$ cat config.mk
export PLATFORM = sky130hd
export DESIGN_NAME = exec_unit
export DESIGN_NICKNAME = d
export VERILOG_FILES = /design/src/trap_pkg.sv /design/src/isa_pkg.sv /design/src/exec_unit.sv /design/src/result_merge.sv /design/src/trap_check.sv /design/src/alu_path.sv
export SDC_FILE = /design/constraint.sdc
export NUM_CORES = 1
export LEC_CHECK = 0
export BUFFER_PORTS_ARGS = -buffer_cell sky130_fd_sc_hd__buf_2
export CAP_MARGIN = 40
export CORE_ASPECT_RATIO = 1.5
export CORE_MARGIN = 3
export CORE_UTILIZATION = 30
export CTS_CLUSTER_SIZE = 40
export DETAILED_ROUTE_END_ITERATION = 10
export PLACE_DENSITY = 0.46
export SLEW_MARGIN = 10
export SYNTH_ARGS = -nofsm -noshare
export SYNTH_HDL_FRONTEND = slang
export SYNTH_SLANG_ARGS = --single-unit
$ cat constraint.sdc
create_clock -name clk -period 5.3 [get_ports clk]
set_clock_uncertainty 0.15 [all_clocks]
set_input_delay 0 -clock clk [delete_from_list [all_inputs] [get_ports clk]]
set_output_delay 0 -clock clk [all_outputs]
set_load 0.05 [all_outputs]
$ cat src/trap_pkg.sv
package trap_pkg;

	typedef logic [3:0] cause_t;

	// Decode-level causes
	localparam cause_t CAUSE_ILLEGAL    = 4'd2;
	localparam cause_t CAUSE_BREAKPOINT = 4'd3;
	localparam cause_t CAUSE_ECALL_M    = 4'd11;

	// Execute-level causes
	localparam cause_t CAUSE_INST_MISALIGNED  = 4'd0;
	localparam cause_t CAUSE_LOAD_MISALIGNED  = 4'd4;
	localparam cause_t CAUSE_STORE_MISALIGNED = 4'd6;

endpackage

$ cat src/isa_pkg.sv
package isa_pkg;

	localparam int XLEN = 32;
	localparam int ILEN = 32;

	typedef logic [XLEN-1:0] word_t;
	typedef logic [XLEN-1:0] addr_t;
	typedef logic [ILEN-1:0] inst_t;
	typedef logic [4:0]      reg_idx_t;
	typedef logic [2:0]      funct3_t;

	// Major opcodes, low two bits always 11
	localparam logic [6:0] OPC_OP     = 7'b0110011;
	localparam logic [6:0] OPC_OP_IMM = 7'b0010011;
	localparam logic [6:0] OPC_LUI    = 7'b0110111;
	localparam logic [6:0] OPC_AUIPC  = 7'b0010111;
	localparam logic [6:0] OPC_JAL    = 7'b1101111;
	localparam logic [6:0] OPC_JALR   = 7'b1100111;
	localparam logic [6:0] OPC_BRANCH = 7'b1100011;
	localparam logic [6:0] OPC_LOAD   = 7'b0000011;
	localparam logic [6:0] OPC_STORE  = 7'b0100011;
	localparam logic [6:0] OPC_SYSTEM = 7'b1110011;

	// Full SYSTEM encodings that are accepted
	localparam inst_t INST_ECALL  = 32'h0000_0073;
	localparam inst_t INST_EBREAK = 32'h0010_0073;

	// Link increment for JAL and JALR
	localparam int unsigned INST_BYTES = 4;

	// ALU operations
	localparam funct3_t F3_ADD_SUB = 3'b000;
	localparam funct3_t F3_SLL     = 3'b001;
	localparam funct3_t F3_SLT     = 3'b010;
	localparam funct3_t F3_SLTU    = 3'b011;
	localparam funct3_t F3_XOR     = 3'b100;
	localparam funct3_t F3_SRL_SRA = 3'b101;
	localparam funct3_t F3_OR      = 3'b110;
	localparam funct3_t F3_AND     = 3'b111;

	// Branch conditions
	localparam funct3_t F3_BEQ  = 3'b000;
	localparam funct3_t F3_BNE  = 3'b001;
	localparam funct3_t F3_BLT  = 3'b100;
	localparam funct3_t F3_BGE  = 3'b101;
	localparam funct3_t F3_BLTU = 3'b110;
	localparam funct3_t F3_BGEU = 3'b111;

	// Load/store access sizes
	localparam funct3_t F3_SIZE_B  = 3'b000;
	localparam funct3_t F3_SIZE_H  = 3'b001;
	localparam funct3_t F3_SIZE_W  = 3'b010;
	localparam funct3_t F3_SIZE_BU = 3'b100;
	localparam funct3_t F3_SIZE_HU = 3'b101;

	// funct7 for OP and shifts
	localparam logic [6:0] F7_BASE = 7'b0000000;
	localparam logic [6:0] F7_ALT  = 7'b0100000;

endpackage
$ cat src/exec_unit.sv
`timescale 1ns/1ps

module exec_unit (
	input  logic             clk,
	input  logic             rst,
	input  logic             i_req,
	input  isa_pkg::addr_t   i_pc,
	input  isa_pkg::inst_t   i_inst,
	input  isa_pkg::word_t   i_rs1_data,
	input  isa_pkg::word_t   i_rs2_data,
	output logic             o_ack,
	output isa_pkg::word_t   o_result,
	output isa_pkg::addr_t   o_mem_addr,
	output logic             o_redirect,
	output isa_pkg::addr_t   o_target,
	output logic             o_expt_valid,
	output trap_pkg::cause_t o_expt_cause,
	output isa_pkg::word_t   o_expt_value
);
	import isa_pkg::*;
	import trap_pkg::*;

	// ALU path to merge
	word_t   alu_result;
	addr_t   alu_mem_addr;
	logic    alu_br_taken;
	addr_t   alu_target;
	logic    alu_is_jump;
	logic    alu_is_load;
	logic    alu_is_store;
	funct3_t alu_size;

	// Decode exception to merge
	logic    dec_expt_valid;
	cause_t  dec_cause;
	word_t   dec_value;

	alu_path alu_path_inst (
		.i_pc       (i_pc),
		.i_inst     (i_inst),
		.i_rs1_data (i_rs1_data),
		.i_rs2_data (i_rs2_data),
		.o_result   (alu_result),
		.o_mem_addr (alu_mem_addr),
		.o_br_taken (alu_br_taken),
		.o_target   (alu_target),
		.o_is_jump  (alu_is_jump),
		.o_is_load  (alu_is_load),
		.o_is_store (alu_is_store),
		.o_size     (alu_size)
	);

	trap_check trap_check_inst (
		.i_pc         (i_pc),
		.i_inst       (i_inst),
		.o_expt_valid (dec_expt_valid),
		.o_cause      (dec_cause),
		.o_value      (dec_value)
	);

	result_merge result_merge_inst (
		.clk          (clk),
		.rst          (rst),
		.i_req        (i_req),
		.i_result     (alu_result),
		.i_mem_addr   (alu_mem_addr),
		.i_br_taken   (alu_br_taken),
		.i_target     (alu_target),
		.i_is_jump    (alu_is_jump),
		.i_is_load    (alu_is_load),
		.i_is_store   (alu_is_store),
		.i_size       (alu_size),
		.i_expt_valid (dec_expt_valid),
		.i_cause      (dec_cause),
		.i_value      (dec_value),
		.o_ack        (o_ack),
		.o_result     (o_result),
		.o_mem_addr   (o_mem_addr),
		.o_redirect   (o_redirect),
		.o_target     (o_target),
		.o_expt_valid (o_expt_valid),
		.o_expt_cause (o_expt_cause),
		.o_expt_value (o_expt_value)
	);

endmodule

$ cat src/result_merge.sv
`timescale 1ns/1ps

module result_merge (
	input  logic             clk,
	input  logic             rst,
	input  logic             i_req,
	input  isa_pkg::word_t   i_result,
	input  isa_pkg::addr_t   i_mem_addr,
	input  logic             i_br_taken,
	input  isa_pkg::addr_t   i_target,
	input  logic             i_is_jump,
	input  logic             i_is_load,
	input  logic             i_is_store,
	input  isa_pkg::funct3_t i_size,
	input  logic             i_expt_valid,
	input  trap_pkg::cause_t i_cause,
	input  isa_pkg::word_t   i_value,
	output logic             o_ack,
	output isa_pkg::word_t   o_result,
	output isa_pkg::addr_t   o_mem_addr,
	output logic             o_redirect,
	output isa_pkg::addr_t   o_target,
	output logic             o_expt_valid,
	output trap_pkg::cause_t o_expt_cause,
	output isa_pkg::word_t   o_expt_value
);
	import isa_pkg::*;
	import trap_pkg::*;

	typedef enum logic {
		IDLE,
		ACK
	} merge_state_t;

	merge_state_t state;
	logic         taken;
	logic         inst_misaligned;
	logic         mem_misaligned;
	logic         nxt_expt_valid;
	cause_t       nxt_cause;
	word_t        nxt_value;

	// Jumps always transfer control
	assign taken           = i_is_jump | i_br_taken;
	assign inst_misaligned = taken && (i_target[1:0] != 2'b00);

	always_comb begin
		mem_misaligned = 1'b0;
		if (i_is_load || i_is_store) begin
			case (i_size)
				F3_SIZE_H, F3_SIZE_HU: mem_misaligned = i_mem_addr[0];
				F3_SIZE_W:             mem_misaligned = (i_mem_addr[1:0] != 2'b00);
				default:               mem_misaligned = 1'b0;
			endcase
		end
	end

	// Decode first, then jump target, then data address
	always_comb begin
		nxt_expt_valid = i_expt_valid | inst_misaligned | mem_misaligned;
		nxt_cause      = i_cause;
		nxt_value      = i_value;
		if (!i_expt_valid) begin
			if (inst_misaligned) begin
				nxt_cause = CAUSE_INST_MISALIGNED;
				nxt_value = i_target;
			end else if (mem_misaligned) begin
				nxt_cause = i_is_load ? CAUSE_LOAD_MISALIGNED : CAUSE_STORE_MISALIGNED;
				nxt_value = i_mem_addr;
			end
		end
	end

	always_ff @(posedge clk or negedge rst) begin
		if (!rst) begin
			state        <= IDLE;
			o_result     <= '0;
			o_mem_addr   <= '0;
			o_redirect   <= 1'b0;
			o_target     <= '0;
			o_expt_valid <= 1'b0;
			o_expt_cause <= '0;
			o_expt_value <= '0;
		end else begin
			case (state)
				IDLE: begin
					if (i_req) begin
						state        <= ACK;
						o_result     <= i_result;
						o_mem_addr   <= i_mem_addr;
						o_redirect   <= taken & ~nxt_expt_valid;
						o_target     <= i_target;
						o_expt_valid <= nxt_expt_valid;
						o_expt_cause <= nxt_cause;
						o_expt_value <= nxt_value;
					end
				end
				ACK: begin
					// Hold outputs until the requester lets go
					if (!i_req) begin
						state <= IDLE;
					end
				end
				default: state <= IDLE;
			endcase
		end
	end

	assign o_ack = (state == ACK);

	a_ack_needs_req: assert property (@(posedge clk) disable iff (!rst)
		$rose(o_ack) |-> $past(i_req));

	a_hold_stable: assert property (@(posedge clk) disable iff (!rst)
		o_ack && $past(o_ack) |-> $stable({o_result, o_mem_addr, o_redirect, o_target,
			o_expt_valid, o_expt_cause, o_expt_value}));

	a_redirect_xor_expt: assert property (@(posedge clk) disable iff (!rst)
		!(o_redirect && o_expt_valid));

endmodule

$ cat src/trap_check.sv
`timescale 1ns/1ps

module trap_check (
	input  isa_pkg::addr_t   i_pc,
	input  isa_pkg::inst_t   i_inst,
	output logic             o_expt_valid,
	output trap_pkg::cause_t o_cause,
	output isa_pkg::word_t   o_value
);
	import isa_pkg::*;
	import trap_pkg::*;

	logic [6:0] opcode;
	logic [6:0] funct7;
	funct3_t    funct3;
	logic       is_ecall;
	logic       is_ebreak;
	logic       illegal;

	assign opcode    = i_inst[6:0];
	assign funct3    = i_inst[14:12];
	assign funct7    = i_inst[31:25];
	assign is_ecall  = (i_inst == INST_ECALL);
	assign is_ebreak = (i_inst == INST_EBREAK);

	always_comb begin
		illegal = 1'b0;
		case (opcode)
			OPC_OP: begin
				// ALT only for sub and sra
				illegal = !(funct7 == F7_BASE ||
					(funct7 == F7_ALT && (funct3 == F3_ADD_SUB || funct3 == F3_SRL_SRA)));
			end
			OPC_OP_IMM: begin
				if (funct3 == F3_SLL) begin
					illegal = (funct7 != F7_BASE);
				end else if (funct3 == F3_SRL_SRA) begin
					illegal = (funct7 != F7_BASE) && (funct7 != F7_ALT);
				end
			end
			OPC_LUI, OPC_AUIPC, OPC_JAL: illegal = 1'b0;
			OPC_JALR:   illegal = (funct3 != '0);
			OPC_BRANCH: illegal = !(funct3 inside {F3_BEQ, F3_BNE, F3_BLT, F3_BGE, F3_BLTU, F3_BGEU});
			OPC_LOAD:   illegal = !(funct3 inside {F3_SIZE_B, F3_SIZE_H, F3_SIZE_W,
				F3_SIZE_BU, F3_SIZE_HU});
			OPC_STORE:  illegal = !(funct3 inside {F3_SIZE_B, F3_SIZE_H, F3_SIZE_W});
			OPC_SYSTEM: illegal = !(is_ecall || is_ebreak);
			default:    illegal = 1'b1;
		endcase
	end

	always_comb begin
		o_expt_valid = illegal | is_ecall | is_ebreak;
		o_cause      = '0;
		o_value      = '0;
		if (illegal) begin
			o_cause = CAUSE_ILLEGAL;
			o_value = word_t'(i_inst);
		end else if (is_ecall) begin
			o_cause = CAUSE_ECALL_M;
		end else if (is_ebreak) begin
			o_cause = CAUSE_BREAKPOINT;
			o_value = i_pc;
		end
	end

	a_decode_cause: assert final (!o_expt_valid ||
		o_cause inside {CAUSE_ILLEGAL, CAUSE_ECALL_M, CAUSE_BREAKPOINT})
		else $error("trap_check: unexpected decode cause %0d", o_cause);

endmodule

$ cat src/alu_path.sv
`timescale 1ns/1ps

module alu_path (
	input  isa_pkg::addr_t   i_pc,
	input  isa_pkg::inst_t   i_inst,
	input  isa_pkg::word_t   i_rs1_data,
	input  isa_pkg::word_t   i_rs2_data,
	output isa_pkg::word_t   o_result,
	output isa_pkg::addr_t   o_mem_addr,
	output logic             o_br_taken,
	output isa_pkg::addr_t   o_target,
	output logic             o_is_jump,
	output logic             o_is_load,
	output logic             o_is_store,
	output isa_pkg::funct3_t o_size
);
	import isa_pkg::*;

	logic [6:0] opcode;
	funct3_t    funct3;
	word_t      imm_i;
	word_t      imm_s;
	word_t      imm_b;
	word_t      imm_u;
	word_t      imm_j;
	word_t      op1;
	word_t      op2;
	word_t      sum;
	word_t      alu_out;
	// Shift amount has the same 5-bit width as a register index
	reg_idx_t   shamt;
	logic       is_branch;
	logic       is_jal;
	logic       is_jalr;
	logic       is_jump;
	logic       br_cond;

	assign opcode = i_inst[6:0];
	assign funct3 = i_inst[14:12];

	assign imm_i = {{20{i_inst[31]}}, i_inst[31:20]};
	assign imm_s = {{20{i_inst[31]}}, i_inst[31:25], i_inst[11:7]};
	assign imm_b = {{19{i_inst[31]}}, i_inst[31], i_inst[7], i_inst[30:25], i_inst[11:8], 1'b0};
	assign imm_u = {i_inst[31:12], 12'b0};
	assign imm_j = {{11{i_inst[31]}}, i_inst[31], i_inst[19:12], i_inst[20], i_inst[30:21], 1'b0};

	assign is_branch = (opcode == OPC_BRANCH);
	assign is_jal    = (opcode == OPC_JAL);
	assign is_jalr   = (opcode == OPC_JALR);
	assign is_jump   = is_jal | is_jalr;

	// Operand selection by format
	always_comb begin
		case (opcode)
			OPC_OP_IMM, OPC_LOAD, OPC_JALR: begin
				op1 = i_rs1_data;
				op2 = imm_i;
			end
			OPC_STORE: begin
				op1 = i_rs1_data;
				op2 = imm_s;
			end
			OPC_LUI: begin
				op1 = '0;
				op2 = imm_u;
			end
			OPC_AUIPC: begin
				op1 = i_pc;
				op2 = imm_u;
			end
			OPC_JAL: begin
				op1 = i_pc;
				op2 = imm_j;
			end
			default: begin
				op1 = i_rs1_data;
				op2 = i_rs2_data;
			end
		endcase
	end

	assign sum   = op1 + op2;
	assign shamt = op2[4:0];

	// Only OP and OP-IMM decode funct3, everything else adds
	always_comb begin
		alu_out = sum;
		if (opcode == OPC_OP || opcode == OPC_OP_IMM) begin
			case (funct3)
				F3_ADD_SUB: alu_out = (opcode == OPC_OP && i_inst[30]) ? op1 - op2 : sum;
				F3_SLL:     alu_out = op1 << shamt;
				F3_SLT:     alu_out = {{(XLEN-1){1'b0}}, $signed(op1) < $signed(op2)};
				F3_SLTU:    alu_out = {{(XLEN-1){1'b0}}, op1 < op2};
				F3_XOR:     alu_out = op1 ^ op2;
				F3_SRL_SRA: alu_out = i_inst[30] ? word_t'($signed(op1) >>> shamt) : op1 >> shamt;
				F3_OR:      alu_out = op1 | op2;
				F3_AND:     alu_out = op1 & op2;
				default:    alu_out = sum;
			endcase
		end
	end

	always_comb begin
		case (funct3)
			F3_BEQ:  br_cond = (op1 == op2);
			F3_BNE:  br_cond = (op1 != op2);
			F3_BLT:  br_cond = ($signed(op1) < $signed(op2));
			F3_BGE:  br_cond = ($signed(op1) >= $signed(op2));
			F3_BLTU: br_cond = (op1 < op2);
			F3_BGEU: br_cond = (op1 >= op2);
			default: br_cond = 1'b0;
		endcase
	end

	// Link address replaces the ALU result for jumps
	assign o_result   = is_jump ? i_pc + addr_t'(INST_BYTES) : alu_out;
	assign o_mem_addr = sum;
	assign o_target   = is_jalr ? {sum[XLEN-1:1], 1'b0} : i_pc + (is_branch ? imm_b : imm_j);
	assign o_br_taken = is_jump | (is_branch & br_cond);
	assign o_is_jump  = is_jump;
	assign o_is_load  = (opcode == OPC_LOAD);
	assign o_is_store = (opcode == OPC_STORE);
	assign o_size     = funct3;

endmodule

==> results.txt <==
* Result of the run: finished clean
- The number of buffers and inverters on the critical path is 7.
- Unrepaired setup endpoints after global routing: false
- After detailed routing, the average wire length per cell comes to 32.9 um.
- DR vias: 25400
- Compound-Gate Fraction of Synth Area: 0.368
* Cell count after placement: 3970
- Compared with the post-synthesis result, the final layout area differs by 25.8%.
- Summing every instance area after synthesis gives 19500 sq um.
- Headroom to the max-slew limit: 0.353
* First-pass GRT wire length: 187 mm
- Achievable Freq: 0.193 GHz
- After synthesis, the netlist uses 109 different library cells.
* Mean cell area of the mapped netlist: 7.06 sq um
- Switching part of the total: 0.503
- The number of antenna violations at the first check in global routing came to 2.
- The share of total power dissipated in sequential elements is 0.210.
- Cell class contributing the biggest share of worst-path delay: compound AO/OA/AOI/OAI gates
- Root Buffer Master: sky130_fd_sc_hd__clkbuf_16
* CP Launch Type: primary input
* Start point of the critical path: i_inst[3]
- For this run, the register share of the synthesized area comes to 0.173.
- Basic-gate share of the synthesized area counting and, or, nand and nor cells: 0.232
* Worst hold-check slack: 39.6 ps
- The floorplan has 114 rows.
* Maximum number of buffers from clock root to sink: 3
- Die X-Extent: 214 um
- The sequential cells in the finished layout cover a total of 3380 sq um.
- Measured against the total synthesized area, the mux share comes to 0.0318.
* Area of the placeable core: 64500 sq um
- EDFF count, synth: 0
- Once layout is done, the placed cells without fillers occupy 24600 sq um.
* Async SR Flop Fraction: 1.00
- For this run the aggregate overflow at the end of global routing stands at 0.
- Largest net degree at the start of global routing: 132
* Post-layout instance count excluding filler cells: 4061
* Part of the total power dissipated in the clock network: 0.218
- The tool flagged a number of max-cap violations equal to 0.
- The worst-case IR drop observed on VDD is 0.000180 V.
* Transition time of the tightest slew-check pin: 960 ps
* CTS tree: yes
* Initial DRC Count: 2675
- The clock reaches the later pin of the worst-skew pair after 490 ps.
- Of the total synthesized cell area, the portion taken by full adders, half adders and majority gates is 0.0850.
* Ranking of synthesized cells by area: sky130_fd_sc_hd__dfrtp_1, sky130_fd_sc_hd__ha_1, sky130_fd_sc_hd__o21ai_0, sky130_fd_sc_hd__nand2_1, sky130_fd_sc_hd__a21oi_1
- Clock-pin slew was measured on the worst setup and hold paths at 50 ps.
- Final antenna-violating net count: 0
- Clock buffer count from CTS: 25
- Total count of max-transition violations in the final report: 0
- The initial utilization of the core area, before any placement, comes to 0.303.
* Area taken by multi-input logic gates: 14800 sq um
- Synth Net Count: 3028
* Ys flop type: sky130_fd_sc_hd__dfrtp_1
- In this run the worst path has a maximum fanout of 12.
* Area enclosed by the die boundary: 68300 sq um
- Crit-path slowest cell: sky130_fd_sc_hd__a31oi_1
* Total number of clock tree sinks: 135
- HP Class: primary input to flip-flop
- Detailed-route wire length: 134 mm
* Total DRC errors in the routed layout: 0
* Crit share post-route: 0.978
- Fin nets: 3446
* Cell Int Power: 3.29 mW
* Minimum setup slack after placement: -430 ps
- Combinational group share of total power: 0.573
- The first detailed-routing pass ran for 8 iterations.
- Leakage power: 10.7 nW
* Number of post-CTS setup repair buffers: 0
* Largest stage delay, worst path: 550 ps
* Biggest area consumer among synthesized cells: sky130_fd_sc_hd__dfrtp_1
- Of the post-synthesis cell area, the dominant cell type holds 0.173.
- During synthesis, Yosys emitted a total of 0 warnings.
- The placed instances occupy a cell area of 23300 sq um.
- The wire-length estimate of the detail-placed layout is 109 mm.
- Final sum of negative setup slack: 0 ps
- H-tree depth: 4
- For this design the total switching power over the nets is 3.33 mW.
* Xor-xnor portion of the synthesized cell area: 0.0372
- Dividing the detail-routed via count by the number of cells gives 6.26.
- The worst register-to-register path begins at result_merge_inst.o_ack.
- CP arrival: 5430 ps
* Layout cell share with drive strength beyond 1: 0.210
- Synthesis produced 2766 cells.
- Classification of the worst setup path: primary input to flip-flop
* Total of flip-flops plus latches after synthesis: 135
- Final critical-path required period: 5180 ps
- Port Buffers: 265
- Cell-by-cell trace of the critical path: buf_2, buf_4, inv_1, nor3_4, buf_4, buf_4, o21ai_1, nand2_1, fa_1, a211oi_1, o21ai_0, a31oi_1, o221a_2, and3_1, o2111a_1, nor4b_4, buf_4, nor3_2, nand2_1, buf_12, o21ai_0
* Required time at the worst-slack endpoint: 5550 ps
- Io pins: 266
- By area, the combinational part of the netlist is dominated by compound AO/OA/AOI/OAI gates.
- In this run the vertical extent of the chip is 319 um.
* Fill cells: 7086
- Most common cell on crit path: sky130_fd_sc_hd__buf_4
- For this run, the total global-route usage over all layers was measured as 0.376.
* Final weighted congestion of routability-driven global placement: 1.04
- Setup violations remaining at the end of the flow were counted as 0.
* Type of element capturing the critical path: flip-flop
- The worst hold path begins at i_inst[0].
- Final critical-path setup slack: 118 ps
- The via count of the first global-routing pass is 24700.
- Power spread over the standard cell area amounts to 269 nW/um^2.
* Final Hold Viols: 0
Yosys cell counts (all sizes together) (35+ instances only):
cell type and number:
nand3 144, a211oi 47, clkbuf 118, mux2i 44, o21a 36, nor2 225, ha 128, a21oi 178
xor2 35, a21o 39, xnor2 48, buf 98, o22ai 39, o21ai 298, o211ai 116, nand2 338
nor3 66, dfrtp 135, inv 115
power by group through the flow:
stage                     registers (mW)  logic (mW)  clock network, mW
after floorplan                     2.08        1.52                  0
after global placement              1.40        3.68                  0
after detailed placement            1.41        3.68                  0
after CTS                           1.39        3.73               1.47
after global routing                1.41        3.98               1.51
final                               1.39        3.79               1.44
registers in the layout, indices dropped and copies added, names as in the netlist:
register	cells
result_merge_inst.o_ack	1
result_merge_inst.o_expt_cause	4
result_merge_inst.o_expt_valid	1
result_merge_inst.o_expt_value	32
result_merge_inst.o_mem_addr	32
result_merge_inst.o_redirect	1
result_merge_inst.o_result	32
result_merge_inst.o_target	32
cell families (layout without fill, tap and decap cells):
family,Yosys count,in the layout
other,0,2
buffers and inverters,332,755
AO/OA/AOI/OAI,1070,1070
multiplexers,58,58
AND/OR/NAND/NOR,957,957
flip-flops,135,135
XOR/XNOR,83,83
adder cells (fa/ha/maj),131,131
metrics by stage:
| step | utilization | power (mW) |
|---|---|---|
| floorplan | - | 3.60 |
| global route | 0.381 | 6.89 |
| finish | 0.381 | 6.62 |
| detailed placement | 0.361 | 5.09 |
| CTS | 0.381 | 6.59 |
| global placement | 0.360 | 5.08 |
area by class of cell:
| cell class | instances | area share |
|---|---|---|
| multi-input combinational | 2299 | 0.603 |
| timing repair buffer | 607 | 0.169 |
| tap | 870 | 0.0443 |
| sequential | 135 | 0.137 |
| clock buffer | 30 | 0.0274 |
| inverter | 116 | 0.0177 |
| clock inverter | 2 | 0.00142 |
| antenna | 2 | 0.000204 |
timing repair:
action	in CTS	in global routing
endpoints found under the hold margin	189	0
resized for setup	0	3
endpoints found under the setup margin	0	12
hold buffers	56	0
routing by layer:
metal  global-route usage  wire [um]  part of all wire  vias up
li1                     -          -                 -    11100
met1                0.451      51600              0.39    12400
met2                0.635      62800              0.47     1474
met3               0.0384       8490             0.063      370
met4                0.251      10900             0.082        0
met5                    0          0                 0        -
tightest hold or removal path, cell delays in order:
cell and delay, ps:
sky130_fd_sc_hd__buf_2 110, sky130_fd_sc_hd__buf_4 140, sky130_fd_sc_hd__a22o_1 160, sky130_fd_sc_hd__nor3_1 60
sky130_fd_sc_hd__nor3_1 150
worst paths after layout:
check	endpoint	slack, ps	depth (start not counted)
min	result_merge_inst.o_expt_value[0]	40	5
min reg2reg	result_merge_inst.o_mem_addr[28]	320	2
max	result_merge_inst.o_expt_value[17]	120	21
max in group asynchronous	result_merge_inst.o_mem_addr[7]	3790	4
max reg2reg	result_merge_inst.o_expt_value[15]	2540	6
min in group asynchronous	result_merge_inst.o_mem_addr[26]	490	4
layout by cell type, fill, tap and decap left out, drive strengths merged, types with 26 or more instances in the layout:
master,count
nor2,225
a211oi,47
o21a,36
o22ai,39
o21ai,298
a31oi,33
mux2i,44
dfrtp,135
nand3,144
xor2,35
a221oi,34
a21oi,178
xnor2,48
inv,115
o211ai,116
dlygate4sd3,55
a21o,39
nor3,66
ha,128
nand2,338
a22oi,26
clkbuf,30
nand2b,26
buf,552
Note: power is estimated with default switching activity, not from simulation.
